### src/rtl/cache_pkg.sv
//######################################
// shared types and constants for the data cache
// imported by wildcard in every module header
//######################################

package cache_pkg;

    // operation on the load/store port, plain levels
    typedef enum logic [1:0] {
        op_idle  = 2'b00,
        op_read  = 2'b01,
        op_write = 2'b10
    } mem_op_t;

    // access width, same encoding as the core's data type field
    typedef enum logic [1:0] {
        size_word = 2'b00,
        size_byte = 2'b01,
        size_half = 2'b10  // reads only
    } access_size_t;

    // data path widths
    localparam int data_width = 32;
    localparam int byte_width = 8;
    localparam int half_width = 2 * byte_width;

    // line layout: four words side by side, lowest word in the low bits
    localparam int words_per_line = 4;
    localparam int bytes_per_word = data_width / byte_width;
    localparam int line_width     = data_width * words_per_line;  // 128

    // address fields below the set index
    localparam int byte_off_bits = $clog2(bytes_per_word);   // byte within word
    localparam int word_off_bits = $clog2(words_per_line);   // word within line
    localparam int offset_bits   = byte_off_bits + word_off_bits;  // 4

endpackage
### src/rtl/load_align.sv
//######################################
// load data path, picks cached line on a hit or memory block on a miss
// then selects word, half or byte and zero-extends
//######################################

module load_align
    import cache_pkg::*;
#(
    parameter int addr_width = 12
) (
    input  mem_op_t               op,
    input  logic [addr_width-1:0] addr,
    input  access_size_t          size,
    input  logic                  hit,
    input  logic [line_width-1:0] line_data,
    input  logic [line_width-1:0] mem_block,
    output logic [data_width-1:0] rdata
);

    logic [line_width-1:0]    src_line;
    logic [data_width-1:0]    word;
    logic [word_off_bits-1:0] word_sel;
    logic [byte_off_bits-1:0] byte_sel;

    assign src_line = hit ? line_data : mem_block;  // miss reads straight from memory
    assign word_sel = addr[offset_bits-1:byte_off_bits];
    assign byte_sel = addr[byte_off_bits-1:0];
    assign word     = src_line[word_sel*data_width +: data_width];

    always_comb begin
        rdata = '0;  // quiet unless reading
        if (op == op_read) begin
            case (size)
                size_word: rdata = word;
                size_half: begin
                    // upper bit of byte offset chooses the halfword
                    rdata[half_width-1:0] = word[byte_sel[1]*half_width +: half_width];
                end
                size_byte: rdata[byte_width-1:0] = word[byte_sel*byte_width +: byte_width];
                default:   rdata = '0;
            endcase
        end
    end

    // write-through keeps a hit line identical to memory
    always_comb begin
        a_line_coherent: assert final (!(op == op_read && hit === 1'b1) ||
                                       line_data === mem_block);
    end

endmodule

### config.mk
export PLATFORM = sky130hd
export DESIGN_NAME = load_align
export DESIGN_NICKNAME = d
export VERILOG_FILES = /design/src/rtl/cache_pkg.sv /design/src/rtl/load_align.sv
export SDC_FILE = /design/constraint.sdc
export NUM_CORES = 1
export LEC_CHECK = 0
export ABC_AREA = 1
export BUFFER_PORTS_ARGS = -buffer_cell sky130_fd_sc_hd__buf_2
export CORE_AREA = 2 2 118 120
export DETAILED_ROUTE_END_ITERATION = 7
export DIE_AREA = 0 0 120 122
export PLACE_DENSITY_LB_ADDON = 0.1
export SETUP_SLACK_MARGIN = 0.05
export SYNTH_ARGS = -nofsm -noshare
export SYNTH_HDL_FRONTEND = slang
export SYNTH_SLANG_ARGS = --single-unit
### constraint.sdc
create_clock -name vclk -period 1.6
set_input_delay 0.24 -clock vclk [all_inputs]
set_output_delay 0.24 -clock vclk [all_outputs]
set_load 0.005 [all_outputs]
==> flow_summary.json <==
{
  "finalNetCount": 1488,
  "vias_per_cell": 4.757,
  "report.final.slew_viol_count": 0,
  "synth.avg_cell_area_um2": 4.246,
  "worst_hold_path.endpoint": "rdata[9]",
  "timing.max_slew.rel_slack_pct": 80.89,
  "routed_wirelength_um": 21250,
  "postLayoutCoreUtil_pct": 52.59,
  "grt_pass1_vias": 6294,
  "p_per_area_nw_per_um2": 276.8,
  "nFlopsAndLatches": 0,
  "areaGrowthSynthToFinish_pct": 94.72,
  "synth.lib_cells_used.distinct": 16,
  "cp-end-kind": "output port",
  "drc": 0,
  "globalRouteTotalUtil_pct": 25.51,
  "regArea_um2": 0,
  "final-hold-violation-count": 0,
  "holdWs_ps": 863.2,
  "detailed_place_hpwl_um": 15220,
  "syn_nets": 1132,
  "yosys_warnings": 0,
  "std_cell_rows": 43,
  "min_from": "size[1]",
  "power_leakage_nw": 4.335,
  "timing_worst_setup_path_type": "in -> out",
  "layout.cells.most_common": "nand2_1",
  "die_height_um": 122,
  "synthTopCellsByArea": "nand2_1 37%, nand3_1 22%, inv_1 14%, nor2_1 9.8%, buf_6 4.0%",
  "outcome": "finished with violations",
  "layout_worst_path_cycle_share_pct": 113.7,
  "mappedNetlistArea_um2": 3647,
  "irDropWorstVdd_mv": 0.1455,
  "synth_sequential_area_ratio_pct": 0,
  "min_delay_path_depth": 4,
  "die_width_um": 120,
  "violations": "setup timing",
  "max_cap_viol_count": 0,
  "routabilityCongestion": 0.9222,
  "setup.worst_path.start_class": "primary input",
  "timing.fmax_mhz": 549.6,
  "min-delay-path-class": "in -> out",
  "antenna_violating_nets_left": 0,
  "gr-total-overflow": 0,
  "critical_path_required_ps": 1360,
  "first_iter_violations": 346,
  "syn-instance-count": 859,
  "period_needed_ps": 1820,
  "floorplan.core_area_um2": 13500,
  "crit_path_max_fanout": 12,
  "initial_utilization_pct": 27.01,
  "unrepaired_setup_endpoints_after_global_routing": "true",
  "setup_ws_ps": -219.6,
  "first_pass_iters": 5,
  "final_layout_size_suffix_gt1_share_pct": 45.92,
  "finalSetupViolations": 23,
  "clock_buffer_count": 0,
  "netlist.top_cell.by_area": "nand2_1",
  "place.port_buffers": 297,
  "num_vias": 6631,
  "avgRoutedWirePerCell_um": 15.24,
  "global_route_wire_length_before_repair_um": 30310,
  "antenna_violations_before_repair": 1,
  "grt_max_degree": 32,
  "layout_common_cells": "300 x nand2_1, 293 x buf_2, 135 x inv_1, 109 x nand3_1, 71 x nor2_1",
  "floorplan.die_area_um2": 14640,
  "cp_data_arrival_time_ps": 1580,
  "ios": 305,
  "tightestPinTransition_ps": 284.8,
  "synth_top_cell_area_share_pct": 36.54,
  "detailedPlace.worstSlack_ps": -366.7
}
-- kinds of logic after synthesis --
family                 Yosys count  share of synthesized area, %
AOI/OAI and AO/OA               57                         8.165
buffers and inverters          193                         23.71
and+or+nand+nor                609                         68.13
-- cell usage after synthesis --
master    number
a31oi_1        4
nand3_1      159
buf_1          5
a21o_1         3
buf_2         20
inv_4          1
nor2_1        95
a21oi_1       14
buf_4          4
inv_2          1
nand2_1      355
buf_6         13
o21ai_0       23
o21ai_1       13
clkbuf_1      14
inv_1        135
-- worst max path at each step --
| stage | start | endpoint | slack [ps] | cells past startpoint |
|---|---|---|---|---|
| 2_1_floorplan | addr[2] | rdata[5] | 50 | 12 |
| 3_3_place_gp | hit | rdata[4] | -350 | 12 |
| 3_5_place_dp | hit | rdata[0] | -370 | 14 |
| 4_1_cts | hit | rdata[2] | -200 | 14 |
| 5_1_grt | addr[2] | rdata[4] | -320 | 11 |
| 6_report | addr[2] | rdata[4] | -220 | 11 |
-- final cells by class --
class,instances,area (µm²)
Fill cell,1542,6402
Multi-Input combinational cell,666,3348
Timing Repair Buffer,409,2968
Inverter,137,538.0
Tap cell,180,225.2
Timing Repair inverter,1,20.02
Antenna cell,1,2.502
-- per-layer routing --
metal	routed length, µm	track usage, %	vias up
met4	643	7.941	0
met2	10460	47.80	306
met3	1434	2.809	41
met5	0	0	-
met1	8706	30.27	2951
li1	-	-	3333
-- per-stage QoR --
stage | total power, mW | cells | setup TNS, ps | cell area (µm²)
6_report | 1.966 | 1394 | -3150 | 7102
5_1_grt | 2.151 | 1393 | -4979 | 7099
4_1_cts | 1.710 | 1372 | -2706 | 6360
3_5_place_dp | 1.500 | 1358 | -5714 | 5772
3_3_place_gp | 1.504 | 1358 | -5421 | 5772
2_1_floorplan | 0.7994 | 859 | 0 | 3707
-- where the power goes --
part	total, mW	internal (mW)	switching (mW)
Combinational	1.97	0.953	1.01
Clock	0.0000000835	0.0000000835	0
Sequential	0	0	0
Total	1.97	0.953	1.01
-- timing repair --
action | CTS | global route
endpoints found under the setup margin | 31 | 31
cloned | 9 | 10
pin swaps | 22 | 69
hold buffers | 0 | 0
buffers inserted | 5 | 13
gates resized for setup | 97 | 121
-- critical path, cell delays in order --
cell	delay (ps)
buf_6	130
buf_8	150
buf_4	160
nor2_2	100
o21ai_0	90
nand3_1	150
nand3_2	110
nand3_1	90
nand3_1	80
a21oi_2	140
buf_2	130
(Power assumes the default switching activity.)
