[config.mk]
export PLATFORM = sky130hd
export DESIGN_NAME = cache_lines
export DESIGN_NICKNAME = d
export VERILOG_FILES = /design/src/rtl/cache_pkg.sv /design/src/rtl/cache_lines.sv
export SDC_FILE = /design/constraint.sdc
export NUM_CORES = 2
export LEC_CHECK = 0
export BUFFER_PORTS_ARGS = -buffer_cell sky130_fd_sc_hd__buf_2
export CORE_UTILIZATION = 55
export DETAILED_ROUTE_END_ITERATION = 10
export PLACE_DENSITY_LB_ADDON = 0.1
export SLEW_MARGIN = 25
export SYNTH_ARGS = -nofsm -noshare
export SYNTH_HDL_FRONTEND = slang
export SYNTH_SLANG_ARGS = --single-unit
[constraint.sdc]
create_clock -name clk -period 17.8 [get_ports clk]
set_input_delay 3.56 -clock clk [delete_from_list [all_inputs] [get_ports clk]]
set_output_delay 3.56 -clock clk [all_outputs]
set_load 0.02 [all_outputs]
[src/rtl/cache_pkg.sv]
//######################################
// shared types and constants for the data cache
// imported by wildcard in every module header
//######################################

package cache_pkg;

    // operation on the load/store port, plain levels
    typedef enum logic [1:0] {
        op_idle  = 2'b00,
        op_read  = 2'b01,
        op_write = 2'b10
    } mem_op_t;

    // access width, same encoding as the core's data type field
    typedef enum logic [1:0] {
        size_word = 2'b00,
        size_byte = 2'b01,
        size_half = 2'b10  // reads only
    } access_size_t;

    // data path widths
    localparam int data_width = 32;
    localparam int byte_width = 8;
    localparam int half_width = 2 * byte_width;

    // line layout: four words side by side, lowest word in the low bits
    localparam int words_per_line = 4;
    localparam int bytes_per_word = data_width / byte_width;
    localparam int line_width     = data_width * words_per_line;  // 128

    // address fields below the set index
    localparam int byte_off_bits = $clog2(bytes_per_word);   // byte within word
    localparam int word_off_bits = $clog2(words_per_line);   // word within line
    localparam int offset_bits   = byte_off_bits + word_off_bits;  // 4

endpackage
[src/rtl/cache_lines.sv]
//######################################
// line store of the direct-mapped cache
// valid/tag/data per set, hit check, block fill on a read miss
// and write-through merge when the write hits
//######################################

module cache_lines
    import cache_pkg::*;
#(
    parameter int addr_width = 12,
    parameter int set_bits   = 4
) (
    input  logic                  clk,
    input  logic                  rst_n,
    input  mem_op_t               op,
    input  logic [addr_width-1:0] addr,
    input  access_size_t          size,
    input  logic [data_width-1:0] wdata,
    input  logic [line_width-1:0] mem_block,  // aligned block from main memory
    output logic [line_width-1:0] line_data,
    output logic                  hit,
    output logic                  miss
);

    localparam int tag_width = addr_width - set_bits - offset_bits;
    localparam int num_sets  = 2 ** set_bits;

    logic [num_sets-1:0]   valid_q;               // cleared by reset
    logic [tag_width-1:0]  tag_mem  [num_sets];
    logic [line_width-1:0] data_mem [num_sets];

    // address fields tag | set | word | byte
    logic [set_bits-1:0]      set_idx;
    logic [tag_width-1:0]     addr_tag;
    logic [word_off_bits-1:0] word_sel;
    logic [byte_off_bits-1:0] byte_sel;
    logic [line_width-1:0]    merged_line;

    assign byte_sel = addr[byte_off_bits-1:0];
    assign word_sel = addr[offset_bits-1:byte_off_bits];
    assign set_idx  = addr[offset_bits +: set_bits];
    assign addr_tag = addr[addr_width-1 -: tag_width];

    assign line_data = data_mem[set_idx];
    assign hit  = valid_q[set_idx] && (tag_mem[set_idx] == addr_tag);
    assign miss = (op == op_read) && !hit;  // writes never report a miss

    // store data laid over the current line so only one lane changes
    always_comb begin
        merged_line = line_data;
        if (size == size_byte) begin
            merged_line[word_sel*data_width + byte_sel*byte_width +: byte_width] =
                wdata[byte_width-1:0];
        end else begin
            merged_line[word_sel*data_width +: data_width] = wdata;  // full word
        end
    end

    always_ff @(posedge clk) begin
        if (!rst_n) begin
            valid_q <= '0;
        end else if (miss) begin
            valid_q[set_idx] <= 1'b1;  // set becomes live with the fill
        end
    end

    // fill takes the whole block so neighbours hit afterwards
    always_ff @(posedge clk) begin
        if (miss) begin
            tag_mem[set_idx]  <= addr_tag;
            data_mem[set_idx] <= mem_block;
        end else if (op == op_write && hit) begin
            data_mem[set_idx] <= merged_line;  // no allocate on a write miss
        end
    end

    a_word_aligned: assert property (@(posedge clk) disable iff (!rst_n)
        (op != op_idle && size == size_word) |-> byte_sel == '0);

    a_half_aligned: assert property (@(posedge clk) disable iff (!rst_n)
        (op == op_read && size == size_half) |-> !byte_sel[0]);

    a_no_half_write: assert property (@(posedge clk) disable iff (!rst_n)
        op == op_write |-> size != size_half);

endmodule

==> flow_summary.yaml <==
cts:
  cts-buffers-inserted: 211
  postCtsHoldBufs: 0
  postCtsSetupBuffers: 0
  clk_pin_slew_ps: 60
  htreeDepth: 4
  cts_buffer_depth: 3
  numClockSinks: 2128
  cts_root_buffer: "clkbuf_16"
  cts_resized: 0
  cts_tree: "yes"
  clkLatencyLatePin_ps: 840
global_route:
  overflow: 0
  use_met2_pct: 47.90
  grt.met1_usage_pct: 44.31
  antenna_found_initial: 21
  grt_usage_pct: 31.39
  grtUsageMet3_pct: 8.951
  grt_pass1_vias: 44660
  grt_max_degree: 129
  busiest_layer: "met2"
  grt_pass1_wl_mm: 341.1
finish:
  final_nets: 4398
  drive_gt1_share_pct: 34.90
  fin_util_pct: 62.86
  area_delta_synth_final_pct: 13.52
  instances_no_fill: 6427
detailed_routing:
  post_drt_wl_per_cell_um: 37.91
  via_count: 45450
  drt_iter0_drc: 5676
  routed_wirelength_mm: 243.6
  drtPass1Iterations: 6
  detail-route-antenna-nets: 0
  via_per_inst: 7.072
  drc: 0
timing:
  fin_ws_ps: 5987
  tightest_slew_ps: 1155
  min_period_ps: 11810
  fmax_ghz: 0.08465
  relSlewSlack_pct: 23.03
  setup-violations-final: 0
  finalHoldViolations: 0
  rsz0062_at_grt: "no"
  final.period_utilization_pct: 66.36
  setup_tns_ps: 0
  drv_slew: 0
  fin_skew_ps: 28.86
die:
  die_x_um: 395.8
  row_count: 144
  ioPinCount: 308
  fp.dieArea_um2: 156700
  start_util_pct: 55.38
  core_um2: 154000
  die_h_um: 395.8
worst_setup_path:
  worstPathRequired_ps: 14240
  crit_top_cell: "mux4_2"
  max_stage_delay_ps: 830
  cp_data_arrival_time_ps: 8250
  end_kind: "primary output"
  cp_cell_sequence: "buf_8 -> buf_4 -> mux4_2 -> mux4_2 -> xnor2_1 -> and4_4 -> nand3_1 -> inv_2 -> buf_2"
  cp_max_fo: 73
  crit_type: "in -> out"
  cpMaxStageDelayCell: "buf_4"
  cp-start-kind: "input pin"
pwr:
  powerDensity_nw_per_um2: 109.7
  finalPower_mw: 10.62
  peakVddDrop_uv: 83.44
  p_leak_nw: 29.78
logic_synthesis:
  synth_area_per_cell_um2: 22.13
  synth_cell_types: 62
  async_reset_ff_share_pct: 0
  yosysWarnings: 0
  synth_area_um2: 85310
  synth-seq-cells: 2128
  synth_enable_flop_cells: 2112
  synthFlopType: "edfxtp_1"
  synth_nets: 4043
  seq_area_frac_synth_pct: 74.72
  synth_cells: 3854
job:
  max_cap_viol_count: 0
placed_design:
  port_buffers: 307
  dp_slack_ps: 5959
  gp_congestion: 0.9000
  placed_cells: 6037
  hpwl_mm: 136.0
min_path:
  hold_class: "reg -> reg"
status:
  status: "finished clean"
-- report_power, final --
part	internal, mW	switching, mW
logic	0.264	0.506
registers	5.57	0.0126
clock network	2.42	1.85
total	8.26	2.37
-- worst paths after layout --
check,startpoint,endpoint,slack (ps),cells past startpoint
max,addr[4],hit,5990,9
min,valid_q[14],valid_q[14],460,2
max reg2reg,tag_mem[10][1],data_mem[5][103],11560,9
min reg2reg,valid_q[14],valid_q[14],460,2
-- metal layers --
metal  vias to the layer above  wire, um
li1                      17730         -
met1                     24330     91190
met2                      2926    114400
met3                       437     29320
met4                        26      8361
met5                         -       334
-- registers in the layout, summed over array words and instances, names as in the netlist --
| register | cells |
|---|---|
| tag_mem | 64 |
| valid_q | 16 |
| data_mem | 2048 |
-- final cells by class --
| class | count | area [um^2] |
|---|---|---|
| multi-input combinational | 1430 | 21340 |
| fill | 10410 | 57210 |
| antenna | 11 | 27.53 |
| timing repair buffer | 423 | 2606 |
| clock inverter | 99 | 902.1 |
| sequential | 2128 | 63740 |
| inverter | 15 | 56.30 |
| tap | 2044 | 2557 |
| clock buffer | 277 | 5613 |
-- kinds of logic after synthesis --
group / after synthesis / synth area share, %
flip-flops: 2128 / 74.72
multiplexers: 679 / 17.65
AO/OA/AOI/OAI: 480 / 4.290
buffers and inverters: 296 / 1.531
AND/OR/NAND/NOR: 252 / 1.561
adder cells (fa/ha/maj): 11 / 0.1613
XOR/XNOR: 8 / 0.08214
-- through the flow --
| step | hold WS [ps] | cell area (um^2) |
|---|---|---|
| 2_1_floorplan | 414.4 | 85310 |
| 3_3_place_gp | 432.9 | 89430 |
| 3_5_place_dp | 437.8 | 89620 |
| 4_1_cts | 452.4 | 96140 |
| 5_1_grt | 476.6 | 96820 |
| 6_report | 462.0 | 96840 |
-- critical path, delay by kind of cell --
family        cells  cell delay [ps]
xor+xnor          1              340
buf+inv           4             2170
mux               2             1090
simple gates      2              950
-- cells in the mapped netlist (all sizes together), types with 16 or more instances --
library cell / count / area, um^2
a211oi: 16 / 120.1
a31oi: 133 / 832.1
a32oi: 60 / 525.5
a41oi: 119 / 1042
buf: 123 / 656.9
clkbuf: 158 / 593.1
dfxtp: 16 / 320.3
edfxtp: 2112 / 63420
mux4: 659 / 14840
nand2: 43 / 161.4
nand3: 81 / 405.4
nand4: 18 / 118.9
nor2: 20 / 75.07
nor2b: 16 / 100.1
nor3: 17 / 85.08
nor4: 17 / 121.4
o211ai: 50 / 375.4
o21ai: 38 / 190.2
-- cells in the final DEF, fill, tap and decap left out, types with 11 or more instances in the layout --
master,Yosys,layout
nor2_1,20,19
a41oi_1,119,119
mux4_2,659,659
mux2_2,14,14
clkbuf_1,158,62
dfxtp_1,16,16
nor3_1,17,16
a32oi_1,60,60
buf_2,87,303
buf_4,13,105
edfxtp_1,2112,2112
o211ai_1,50,50
a31oi_2,0,115
o21ai_0,36,36
a211oi_4,0,16
o22a_1,15,15
bufinv_16,0,15
ha_1,11,11
clkinv_2,0,19
nor2b_1,16,14
clkinv_1,0,48
nand4_1,17,17
diode_2,0,11
inv_1,14,14
and2_1,15,15
nand3_1,81,81
nand2_1,43,39
clkbuf_16,0,215
a31oi_1,133,18
No activity file was read; power rests on OpenSTA's default activity.
